[src/verilog/xc_pkg.sv]
// shared sizes, register map and opcodes; the result layout assumes NUM_INPUTS is 4 and MAX_LAG is 4.
package xc_pkg;

	// datapath sizes.
	localparam int NUM_INPUTS    = 4;
	localparam int MAX_LAG       = 4;
	localparam int NUM_BASELINES = NUM_INPUTS * (NUM_INPUTS - 1) / 2;
	localparam int CROSS_LAGS    = 2 * MAX_LAG - 1;
	localparam int COUNT_WIDTH   = 8;
	localparam int AUTO_COUNT    = NUM_INPUTS * MAX_LAG;
	localparam int CROSS_COUNT   = NUM_BASELINES * CROSS_LAGS;
	localparam int RESULT_COUNT  = AUTO_COUNT + CROSS_COUNT;
	localparam int INDEX_WIDTH   = $clog2(RESULT_COUNT);

	localparam logic [COUNT_WIDTH-1:0] COUNT_MAX = '1;

	// host bus.
	localparam int ADDR_WIDTH   = 7;
	localparam int DATA_WIDTH   = 32;
	localparam int LENGTH_WIDTH = 16;
	localparam int RESULT_BASE  = 16;

	// register word addresses, results start at RESULT_BASE.
	typedef enum logic [ADDR_WIDTH-1:0] {
		REG_CTRL   = 7'd0,
		REG_STATUS = 7'd1,
		REG_LENGTH = 7'd2
	} reg_addr_t;

	// opcodes written to REG_CTRL.
	typedef enum logic [1:0] {
		CMD_NOP   = 2'd0,
		CMD_START = 2'd1,
		CMD_CLEAR = 2'd2
	} cmd_t;

	typedef enum logic [1:0] {
		ST_IDLE      = 2'd0,
		ST_INTEGRATE = 2'd1,
		ST_LATCH     = 2'd2
	} ctrl_state_t;

	// one step of a saturating counter.
	function automatic logic [COUNT_WIDTH-1:0] count_next(
		input logic [COUNT_WIDTH-1:0] count,
		input logic                   hit
	);
		if (hit && (count != COUNT_MAX))
			return count + 1'b1;
		return count;
	endfunction

endpackage

[src/verilog/xc_autocorr.sv]
// autocorrelation counters at lags 0 to MAX_LAG-1; they stick at COUNT_MAX until cleared.
module xc_autocorr import xc_pkg::*; (
	input  logic                              integration_clk,
	input  logic                              reset,
	input  logic [NUM_INPUTS*MAX_LAG-1:0]     taps,
	input  logic                              count_enable,
	input  logic                              count_clear,
	output logic [AUTO_COUNT*COUNT_WIDTH-1:0] auto_counts,
	output logic [AUTO_COUNT-1:0]             auto_saturated
);

	for (genvar i = 0; i < NUM_INPUTS; i++) begin : g_line
		for (genvar l = 0; l < MAX_LAG; l++) begin : g_lag
			localparam int IDX = i * MAX_LAG + l;

			logic [COUNT_WIDTH-1:0] count;
			logic                   hit;

			// lag 0 reduces to the plain pulse count.
			assign hit = taps[i*MAX_LAG] && taps[IDX];

			always_ff @(posedge integration_clk) begin
				if (reset || count_clear)
					count <= '0;
				else if (count_enable)
					count <= count_next(count, hit);
			end

			assign auto_counts[IDX*COUNT_WIDTH +: COUNT_WIDTH] = count;
			assign auto_saturated[IDX] = (count == COUNT_MAX);
		end
	end

endmodule

[src/verilog/xc_control.sv]
// wishbone classic slave with one-cycle ack; drop wb_stb between accesses. START while busy is ignored.
module xc_control import xc_pkg::*; (
	input  logic                   integration_clk,
	input  logic                   reset,
	input  logic                   wb_cyc,
	input  logic                   wb_stb,
	input  logic                   wb_we,
	input  logic [ADDR_WIDTH-1:0]  wb_adr,
	input  logic [DATA_WIDTH-1:0]  wb_dat_w,
	output logic [DATA_WIDTH-1:0]  wb_dat_r,
	output logic                   wb_ack,
	output logic                   count_enable,
	output logic                   count_clear,
	output logic                   latch,
	output logic [INDEX_WIDTH-1:0] result_index,
	input  logic [COUNT_WIDTH-1:0] result_data,
	input  logic                   overflow,
	output logic                   integrating
);

	ctrl_state_t             state;
	cmd_t                    cmd;
	logic [LENGTH_WIDTH-1:0] length;
	logic [LENGTH_WIDTH-1:0] remaining;
	logic                    done;
	logic                    latch_q;
	logic                    busy;
	logic                    access;
	logic                    write;
	logic                    ctrl_write;
	logic                    start_req;
	logic                    clear_req;
	logic                    in_result;
	logic [ADDR_WIDTH-1:0]   result_offset;
	logic [DATA_WIDTH-1:0]   read_word;

	// an access is taken on the edge that raises ack.
	assign access     = wb_cyc && wb_stb && !wb_ack;
	assign write      = access && wb_we;
	assign ctrl_write = write && (wb_adr == REG_CTRL);
	assign cmd        = cmd_t'(wb_dat_w[1:0]);

	assign start_req = ctrl_write && (cmd == CMD_START) && (state == ST_IDLE);
	assign clear_req = ctrl_write && (cmd == CMD_CLEAR);

	// result window decode.
	assign in_result     = (wb_adr >= ADDR_WIDTH'(RESULT_BASE)) &&
	                       (wb_adr < ADDR_WIDTH'(RESULT_BASE + RESULT_COUNT));
	assign result_offset = wb_adr - ADDR_WIDTH'(RESULT_BASE);
	assign result_index  = result_offset[INDEX_WIDTH-1:0];

	assign busy         = (state != ST_IDLE);
	assign count_enable = (state == ST_INTEGRATE);
	assign integrating  = count_enable;
	assign count_clear  = start_req || clear_req;
	// a clear in the latch cycle drops the snapshot.
	assign latch        = (state == ST_LATCH) && !clear_req;

	always_comb begin
		case (reg_addr_t'(wb_adr))
			REG_STATUS: read_word = {{(DATA_WIDTH-3){1'b0}}, overflow, done, busy};
			REG_LENGTH: read_word = {{(DATA_WIDTH-LENGTH_WIDTH){1'b0}}, length};
			default: begin
				if (in_result)
					read_word = {{(DATA_WIDTH-COUNT_WIDTH){1'b0}}, result_data};
				else
					read_word = '0;
			end
		endcase
	end

	always_ff @(posedge integration_clk) begin
		if (reset) begin
			wb_ack   <= 1'b0;
			wb_dat_r <= '0;
		end else begin
			wb_ack <= access;
			if (access && !wb_we)
				wb_dat_r <= read_word;
		end
	end

	always_ff @(posedge integration_clk) begin
		if (reset)
			length <= '0;
		else if (write && (wb_adr == REG_LENGTH))
			length <= wb_dat_w[LENGTH_WIDTH-1:0];
	end

	// integration sequence.
	always_ff @(posedge integration_clk) begin
		if (reset) begin
			state     <= ST_IDLE;
			remaining <= '0;
		end else if (clear_req) begin
			state <= ST_IDLE;
		end else begin
			case (state)
				ST_IDLE: begin
					if (start_req) begin
						remaining <= length;
						state     <= (length == '0) ? ST_LATCH : ST_INTEGRATE;
					end
				end
				ST_INTEGRATE: begin
					remaining <= remaining - 1'b1;
					if (remaining == LENGTH_WIDTH'(1))
						state <= ST_LATCH;
				end
				default: state <= ST_IDLE;
			endcase
		end
	end

	// done follows the snapshot by one edge.
	always_ff @(posedge integration_clk) begin
		if (reset) begin
			latch_q <= 1'b0;
			done    <= 1'b0;
		end else begin
			latch_q <= latch;
			if (start_req || clear_req)
				done <= 1'b0;
			else if (latch_q)
				done <= 1'b1;
		end
	end

endmodule

[src/verilog/xc_crosscorr.sv]
// cross counters for each line pair (a,c) with a below c, lags -(MAX_LAG-1) to MAX_LAG-1.
module xc_crosscorr import xc_pkg::*; (
	input  logic                               integration_clk,
	input  logic                               reset,
	input  logic [NUM_INPUTS*MAX_LAG-1:0]      taps,
	input  logic                               count_enable,
	input  logic                               count_clear,
	output logic [CROSS_COUNT*COUNT_WIDTH-1:0] cross_counts,
	output logic [CROSS_COUNT-1:0]             cross_saturated
);

	for (genvar a = 0; a < NUM_INPUTS; a++) begin : g_first
		for (genvar c = a + 1; c < NUM_INPUTS; c++) begin : g_second
			// baselines run (0,1), (0,2), (0,3), (1,2) and so on.
			localparam int BASE = a * NUM_INPUTS - a * (a + 1) / 2 + (c - a - 1);

			for (genvar m = 0; m < CROSS_LAGS; m++) begin : g_lag
				localparam int LAG   = m - (MAX_LAG - 1);
				localparam int IDX   = BASE * CROSS_LAGS + m;
				// positive lag delays line a, negative lag delays line c.
				localparam int TAP_A = a * MAX_LAG + ((LAG > 0) ? LAG : 0);
				localparam int TAP_C = c * MAX_LAG + ((LAG < 0) ? -LAG : 0);

				logic [COUNT_WIDTH-1:0] count;
				logic                   hit;

				assign hit = taps[TAP_A] && taps[TAP_C];

				always_ff @(posedge integration_clk) begin
					if (reset || count_clear)
						count <= '0;
					else if (count_enable)
						count <= count_next(count, hit);
				end

				assign cross_counts[IDX*COUNT_WIDTH +: COUNT_WIDTH] = count;
				assign cross_saturated[IDX] = (count == COUNT_MAX);
			end
		end
	end

endmodule

[src/verilog/xc_delay_line.sv]
// sample history per line; tap j holds the line as it was j+1 edges earlier, no input synchronizer.
module xc_delay_line import xc_pkg::*; (
	input  logic                          integration_clk,
	input  logic                          reset,
	input  logic [NUM_INPUTS-1:0]         line_in,
	output logic [NUM_INPUTS*MAX_LAG-1:0] taps
);

	logic [NUM_INPUTS*MAX_LAG-1:0] history;

	// new sample enters bit 0, older ones move up.
	always_ff @(posedge integration_clk) begin
		if (reset) begin
			history <= '0;
		end else begin
			for (int i = 0; i < NUM_INPUTS; i++) begin
				history[i*MAX_LAG +: MAX_LAG] <=
					{history[i*MAX_LAG +: MAX_LAG-1], line_in[i]};
			end
		end
	end

	assign taps = history;

endmodule

[src/verilog/xc_result_bank.sv]
// holds the last snapshot until the next latch; result_index must stay below RESULT_COUNT.
module xc_result_bank import xc_pkg::*; (
	input  logic                               integration_clk,
	input  logic                               reset,
	input  logic                               latch,
	input  logic                               count_clear,
	input  logic [AUTO_COUNT*COUNT_WIDTH-1:0]  auto_counts,
	input  logic [CROSS_COUNT*COUNT_WIDTH-1:0] cross_counts,
	input  logic [AUTO_COUNT-1:0]              auto_saturated,
	input  logic [CROSS_COUNT-1:0]             cross_saturated,
	input  logic [INDEX_WIDTH-1:0]             result_index,
	output logic [COUNT_WIDTH-1:0]             result_data,
	output logic                               overflow
);

	logic [COUNT_WIDTH-1:0] held [RESULT_COUNT];
	logic                   any_saturated;

	assign any_saturated = (|auto_saturated) || (|cross_saturated);

	// autocorrelation first, then cross results.
	always_ff @(posedge integration_clk) begin
		if (reset) begin
			for (int n = 0; n < RESULT_COUNT; n++)
				held[n] <= '0;
		end else if (latch) begin
			for (int n = 0; n < AUTO_COUNT; n++)
				held[n] <= auto_counts[n*COUNT_WIDTH +: COUNT_WIDTH];
			for (int n = 0; n < CROSS_COUNT; n++)
				held[AUTO_COUNT+n] <= cross_counts[n*COUNT_WIDTH +: COUNT_WIDTH];
		end
	end

	// overflow follows the counters, so a clear drops it too.
	always_ff @(posedge integration_clk) begin
		if (reset || count_clear)
			overflow <= 1'b0;
		else if (latch)
			overflow <= any_saturated;
	end

	// combinational read, registered in the bus slave.
	assign result_data = held[result_index];

endmodule

[src/verilog/xc_top.sv]
// correlator top; line_in is sampled directly on integration_clk and must already be synchronous.
module xc_top import xc_pkg::*; (
	input  logic                  integration_clk,
	input  logic                  reset,
	input  logic [NUM_INPUTS-1:0] line_in,
	input  logic                  wb_cyc,
	input  logic                  wb_stb,
	input  logic                  wb_we,
	input  logic [ADDR_WIDTH-1:0] wb_adr,
	input  logic [DATA_WIDTH-1:0] wb_dat_w,
	output logic [DATA_WIDTH-1:0] wb_dat_r,
	output logic                  wb_ack,
	output logic                  integrating
);

	logic                               count_enable;
	logic                               count_clear;
	logic                               latch;
	logic [INDEX_WIDTH-1:0]             result_index;
	logic [COUNT_WIDTH-1:0]             result_data;
	logic                               overflow;
	logic [NUM_INPUTS*MAX_LAG-1:0]      taps;
	logic [AUTO_COUNT*COUNT_WIDTH-1:0]  auto_counts;
	logic [AUTO_COUNT-1:0]              auto_saturated;
	logic [CROSS_COUNT*COUNT_WIDTH-1:0] cross_counts;
	logic [CROSS_COUNT-1:0]             cross_saturated;

	xc_control control (
		.integration_clk (integration_clk),
		.reset           (reset),
		.wb_cyc          (wb_cyc),
		.wb_stb          (wb_stb),
		.wb_we           (wb_we),
		.wb_adr          (wb_adr),
		.wb_dat_w        (wb_dat_w),
		.wb_dat_r        (wb_dat_r),
		.wb_ack          (wb_ack),
		.count_enable    (count_enable),
		.count_clear     (count_clear),
		.latch           (latch),
		.result_index    (result_index),
		.result_data     (result_data),
		.overflow        (overflow),
		.integrating     (integrating)
	);

	xc_delay_line delay_line (
		.integration_clk (integration_clk),
		.reset           (reset),
		.line_in         (line_in),
		.taps            (taps)
	);

	xc_autocorr autocorr (
		.integration_clk (integration_clk),
		.reset           (reset),
		.taps            (taps),
		.count_enable    (count_enable),
		.count_clear     (count_clear),
		.auto_counts     (auto_counts),
		.auto_saturated  (auto_saturated)
	);

	xc_crosscorr crosscorr (
		.integration_clk (integration_clk),
		.reset           (reset),
		.taps            (taps),
		.count_enable    (count_enable),
		.count_clear     (count_clear),
		.cross_counts    (cross_counts),
		.cross_saturated (cross_saturated)
	);

	xc_result_bank result_bank (
		.integration_clk (integration_clk),
		.reset           (reset),
		.latch           (latch),
		.count_clear     (count_clear),
		.auto_counts     (auto_counts),
		.cross_counts    (cross_counts),
		.auto_saturated  (auto_saturated),
		.cross_saturated (cross_saturated),
		.result_index    (result_index),
		.result_data     (result_data),
		.overflow        (overflow)
	);

endmodule
[config.mk]
export PLATFORM = sky130hd
export DESIGN_NAME = xc_top
export DESIGN_NICKNAME = d
export VERILOG_FILES = /design/src/verilog/xc_pkg.sv /design/src/verilog/xc_autocorr.sv /design/src/verilog/xc_control.sv /design/src/verilog/xc_crosscorr.sv /design/src/verilog/xc_delay_line.sv /design/src/verilog/xc_result_bank.sv /design/src/verilog/xc_top.sv
export SDC_FILE = /design/constraint.sdc
export NUM_CORES = 2
export LEC_CHECK = 0
export BUFFER_PORTS_ARGS = -buffer_cell sky130_fd_sc_hd__buf_2
export CELL_PAD_IN_SITES_DETAIL_PLACEMENT = 0
export CELL_PAD_IN_SITES_GLOBAL_PLACEMENT = 1
export CORE_ASPECT_RATIO = 1.4
export CORE_MARGIN = 2
export CORE_UTILIZATION = 41
export CTS_CLUSTER_SIZE = 14
export DETAILED_ROUTE_END_ITERATION = 16
export HOLD_SLACK_MARGIN = 0.03
export PLACE_DENSITY = 0.69
export SLEW_MARGIN = 20
export SYNTH_ARGS = -nofsm -noshare
export SYNTH_HDL_FRONTEND = slang
export SYNTH_SLANG_ARGS = --single-unit
[constraint.sdc]
create_clock -name integration_clk -period 19.8 [get_ports integration_clk]
set_clock_uncertainty 0.15 [all_clocks]
set_input_delay 2.97 -clock integration_clk [delete_from_list [all_inputs] [get_ports integration_clk]]
set_output_delay 2.97 -clock integration_clk [all_outputs]
set_load 0.05 [all_outputs]
### Word-level counts from Yosys, hierarchy flattened

Memory sizes are Yosys's and may differ from the RTL's.
Cells that the tools add are included.

* output and inout bits: 34
* memories: 1
* flip-flop bits (word level): 550
* logic and storage cells: 815
* ROM bits: 0
* latch bits: 0
* bits of input ports: 48
* bits in writable memories: 464

Memory list
* result_bank.held: depth 58, bits a word 8, read ports 1, clocked after memory_dff 0, wr ports 58, RTL line xc_result_bank.sv:16 `logic [COUNT_WIDTH-1:0] held [RESULT_COUNT];`

* add/subtract/negate cells: 60
* shift operators: 0
* bitwise gates (word level): 59
* reductions and logical operators: 198
* equal/unequal tests: 125
* multiplexer cells: 303
* multiply operators: 0
* div/mod/pow operators: 0
* magnitude comparators: 2

Operators with widths (count)
* two-way mux 8 bit: 117
* adder 8 x 1 -> 8 bit, second input constant: 58
* equality test 8 bit, second input constant: 58
* != test 8 bit, second input constant: 58
* two-way mux 1 bit: 179
* logical AND 1 bit: 123
* AND reduction 2 bit: 59
* case mux 32 bit (2 select lines): 1
* bitwise OR 1 bit: 58
* OR reduction 42 bit: 1
* case mux 16 bit (2 select lines): 1
* equality test 16 x 1 -> 1 bit, second input constant: 1
* zero test 16 bit: 1
* two-way mux 16 bit: 1
* OR reduction 16 bit: 1
* subtractor 16 x 1 -> 16 bit, second input constant: 1
* equality test 7 x 1 -> 1 bit, second input constant: 1
* equality test 7 x 2 -> 1 bit, second input constant: 1
* >= comparator 7 x 5 -> 1 bit, second input constant: 1
* zero test 7 bit: 1
* < comparator 7 bit, second input constant: 1
* two-way mux 2 bit: 3
* subtractor 6 x 5 -> 6 bit, second input constant: 1
* equality test 2 x 1 -> 1 bit, second input constant: 2
* other kinds (10): 18

### Depth between registers and ports, before layout

* depth after elaboration: 11
* gate-level depth with buffers: 12
* depth with buffers taken out: 9

### Cells and area by module

From an unflattened synthesis, not the netlist that was laid out.

* cells, all modules: 4291
* area, all modules: 47466.8 µm²

By module, submodules not included
* xc_result_bank: times used 1, cells each 1321, sequential area each 13953.4 µm², area each 21048.9 µm²
* xc_crosscorr: times used 1, cells each 1892, sequential area each 6726.5 µm², area each 16849.9 µm²
* xc_autocorr: times used 1, cells each 713, sequential area each 2562.5 µm², area each 6264.8 µm²
* xc_control: times used 1, cells each 332, sequential area each 1061.0 µm², area each 2839.0 µm²
* xc_delay_line: times used 1, cells each 33, sequential area each 320.3 µm², area each 464.2 µm²

### Worst setup path before layout

Ideal clock, no wire load.

* path kind: in2reg
* from: input port wb_adr[4]
* to: memory result_bank.held[0][0], enable pin
* path slack: 9.541 ns
* buffers on the path: 1
* library setup time: 0.638 ns
* arrival: 9.471 ns
* required time: 19.012 ns
* stages: 8
* path through: inv_1 > clkbuf_1 > ha_1 > nor4b_4 > nand4_2 > nor2_2 > nor2_1 > or2_2

RTL lines
* start: declaration: RTL line xc_top.sv:9 `input logic [ADDR_WIDTH-1:0] wb_adr,`
* end: declaration: RTL line xc_result_bank.sv:16

==> results by group <==
Placement
  – Port Buffers: about 50
  – Final HPWL DP: 80.4 mm
  – Final RePlAce weighted congestion: between 0.8 and 0.9
  – DP Area: around 46000 um^2

Power and ir drop
  – Largest vdd supply drop: between 0.00005 and 0.00006 V
  – Lkg Pwr: 17.4 nW
  – Pwr/cell area: ~88 nW/um^2
  – Sw frac: 0.226
  – Clk pwr share: 0.444
  – Reg power frac: 0.515
  – Int Power: about 0.0033 W
  – Combinational share of power: 0.041
  – Psw: 0.000967 W

Cells and area
  – Fill cell count: slightly above 10000
  – Layout cells sized above 1: 0.0809
  – Nets@finish: 4101
  – Layout area overhead: 9.85%
  – Design area: roughly 49000 um^2
  – Most frequent cells in the layout: dfxtp_1, edfxtp_1, nor2_1
  – Commonest non-fill, non-tap cell in the layout: dfxtp_1

Route
  – DR vias/cell: 5.38
  – Residual DRC: 0
  – Total Wirelength: between 100 and 150 mm
  – Router iterations before antenna repair: 5
  – WL/cell: 21.3 um
  – DRT iter0 DRCs: 1994
  – Post-route ant nets: 0
  – Via count: ~30000

Synthesis
  – Post-synthesis cell type count: 75
  – Post-Syn Area: 44500 um^2
  – Ys async rst share: 0
  – Sequential share of the synthesized area: 0.554
  – Synth top area share: 0.313
  – Synth Area in XOR/XNOR: 0.0604
  – Multiplexer share of the synthesized area: 0.0707
  – Synth Instances: 4041
  – Post-synth top area cell: edfxtp_1
  – Post-synth EDFFs: 464
  – Simple-Gate Fraction of Synth Area: 0.212
  – Mean post-synth cell area: 11.0 um^2
  – Synth Register Bits: 998
  – Warnings, synthesis: 0
  – Post-Synth Adder-Cell Area: 0.0172
  – Synth Area in Compound Gates: 0.0555
  – Primary FF master, synth: dfxtp_1
  – Largest family of logic cells by synthesized area: simple AND/OR/NAND/NOR gates
  – Main area contributors after synthesis: edfxtp_1, dfxtp_1, xor2_1, and2_1, nor2_1

CTS
  – Number of H-tree levels: 3
  – # Post-CTS Setup Buffers: 0
  – Clock tree sinks: approximately 1000
  – PostCTS Resize Cnt: 0
  – Hold_buf cts: 0
  – Total CTS buffers: 97
  – Clock-pin slew on the worst setup and hold paths: about 0.060 ns
  – Worst-Skew Late Latency: 0.69 ns
  – Root buffer cell: clkbuf_16
  – TritonCTS clock tree: yes
  – Max clock buf depth: 3

Floorplanning
  – Placeable Area: about 110000 um^2
  – Die X-Extent: between 200 and 300 um
  – Io pins: 82
  – Die area: ~110000 um^2
  – Die Y-Extent: around 390 um
  – Starting Density: 0.412
  – Row Count: between 100 and 150

Worst setup path
  – Reg2reg end: result_bank.held[42][3]
  – Critical Path AT: about 7.5 ns
  – Kind of critical path: input port to flop
  – Worst path required time: roughly 20 ns
  – CP Capture Type: flop
  – FF-to-FF path depth: 7
  – Worst flop-to-flop path startpoint: control.wb_ack
  – FF-to-FF setup slack: 15.45 ns
  – Worst-path fanout max: about 170
  – Crit path launch type: input port

Worst hold path
  – Hold wc startpoint: control.latch_q
  – Hold path cells: 2
  – End point of the worst hold path: control.done
  – Hold Crit Class: flop to flop

Status
  – Outcome: finished clean

Global routing
  – Largest net degree at the start of global routing: 190
  – First-pass GRT wire length: 179 mm
  – Initial antenna violation count: 6
  – Vias in the first global route: around 29000
  – Total Routing Usage GR: 0.212
  – GRT overflow: 0

Timing
  – Max-slew violations: 0
  – Total Neg Setup Slack: 0 ns
  – Fmax achieved: around 140 MHz
  – Min Tclk post-route: roughly 7.3 ns
  – Worst slew pin tran: 1.10 ns
  – Fin. Hold Viols: 0
  – RSZ-0062 raised after global routing: false
  – Final Setup Violations: 0
  – Period utilization: 0.370
  – Worst relative slew slack: 0.266

Job
  – Max cap viols: 0
## power groups by stage
| stage | clock [W] | combinational [W] | sequential (W) |
|---|---|---|---|
| CTS | 0.00194 | 0.000177 | 0.00220 |
| detailed placement | 0 | 0.000177 | 0.00225 |
| global placement | 0 | 0.000177 | 0.00225 |
| floorplan | 0 | 0.000114 | 0.00225 |
| global route | 0.00202 | 0.000185 | 0.00221 |
| finish | 0.00190 | 0.000175 | 0.00220 |
## registers in the layout, indices dropped and copies added, names as in the netlist, 2 cells and up
name and flops:
delay_line.taps 16, control.state 2, result_bank.held 464, crosscorr.g_first.g_second.g_lag.count 336, autocorr.g_line.g_lag.count 128, control.wb_dat_r 16, control.remaining 16, control.length 16
## per-layer routing
metal  track usage  routed length, um  up-vias
met1         0.268              49500    14700
met2         0.366              59200      580
met3        0.0223               4550      175
met5             0                  0        -
li1              -                  -    14300
met4        0.0869               4420        0
## cell type report
cell class / instances / area [um^2] / share of cell area
inverter: 14 / 52.6 / 0.00108
clock buffer: 133 / 2700 / 0.0552
sequential: 998 / 24600 / 0.504
tap: 1450 / 1810 / 0.0371
timing repair buffer: 80 / 541 / 0.0111
antenna: 7 / 17.5 / 0.000358
multi-input combinational: 2801 / 18600 / 0.380
clock inverter: 51 / 531 / 0.0109
## how the worst max path moves through the flow
stage	startpoint	endpoint	slack, ns	cells past startpoint
after floorplan	wb_adr[4]	result_bank.held[0][0]	9.54	8
after global placement	wb_adr[4]	result_bank.held[41][4]	11.92	10
after detailed placement	wb_adr[4]	result_bank.held[43][1]	11.84	10
after CTS	wb_adr[4]	result_bank.held[43][1]	12.56	10
after global routing	wb_adr[4]	result_bank.held[42][0]	12.18	10
final	wb_adr[4]	result_bank.held[42][3]	12.47	10
## cells in the mapped netlist, drive strengths merged (61+ instances only)
cell type	instances
mux2i	137
or3	108
and2	281
mux4	77
clkbuf	96
xnor2	79
dfxtp	534
nor2	442
edfxtp	464
o21ai	138
nand4	177
nand3	154
and3	70
nand2	222
ha	61
a21oi	156
xor2	228
nor2b	214
buf	147
## worst max-delay path, cell delays in order
cell	delay (ns)
buf_2	0.35
inv_1	0.41
ha_1	0.35
nor4b_4	0.16
nand4_2	0.20
nor2_2	0.11
nor2_1	0.19
or2_4	0.78
buf_12	0.67
buf_4	0.96
## cell families after synthesis
| logic type | Yosys count |
|---|---|
| multiplexers | 216 |
| flip-flops | 998 |
| other | 1 |
| AO/OA/AOI/OAI | 416 |
| adder cells (fa/ha/maj) | 61 |
| XOR/XNOR | 307 |
| buffers and inverters | 257 |
| AND/OR/NAND/NOR | 1785 |
## stage by stage
stage               setup WS, ns  power (W)  cells  hold WS (ns)  utilization
floorplan                   9.54    0.00236   4056         0.261            -
finish                     12.47    0.00428   5534         0.285        0.452
CTS                        12.56    0.00432   5527         0.289        0.452
detailed placement         11.84    0.00243   5343         0.274        0.422
global placement           11.92    0.00243   5343         0.267        0.422
global route               12.18    0.00441   5531         0.314        0.452
Note: power is estimated with default switching activity, not from simulation.
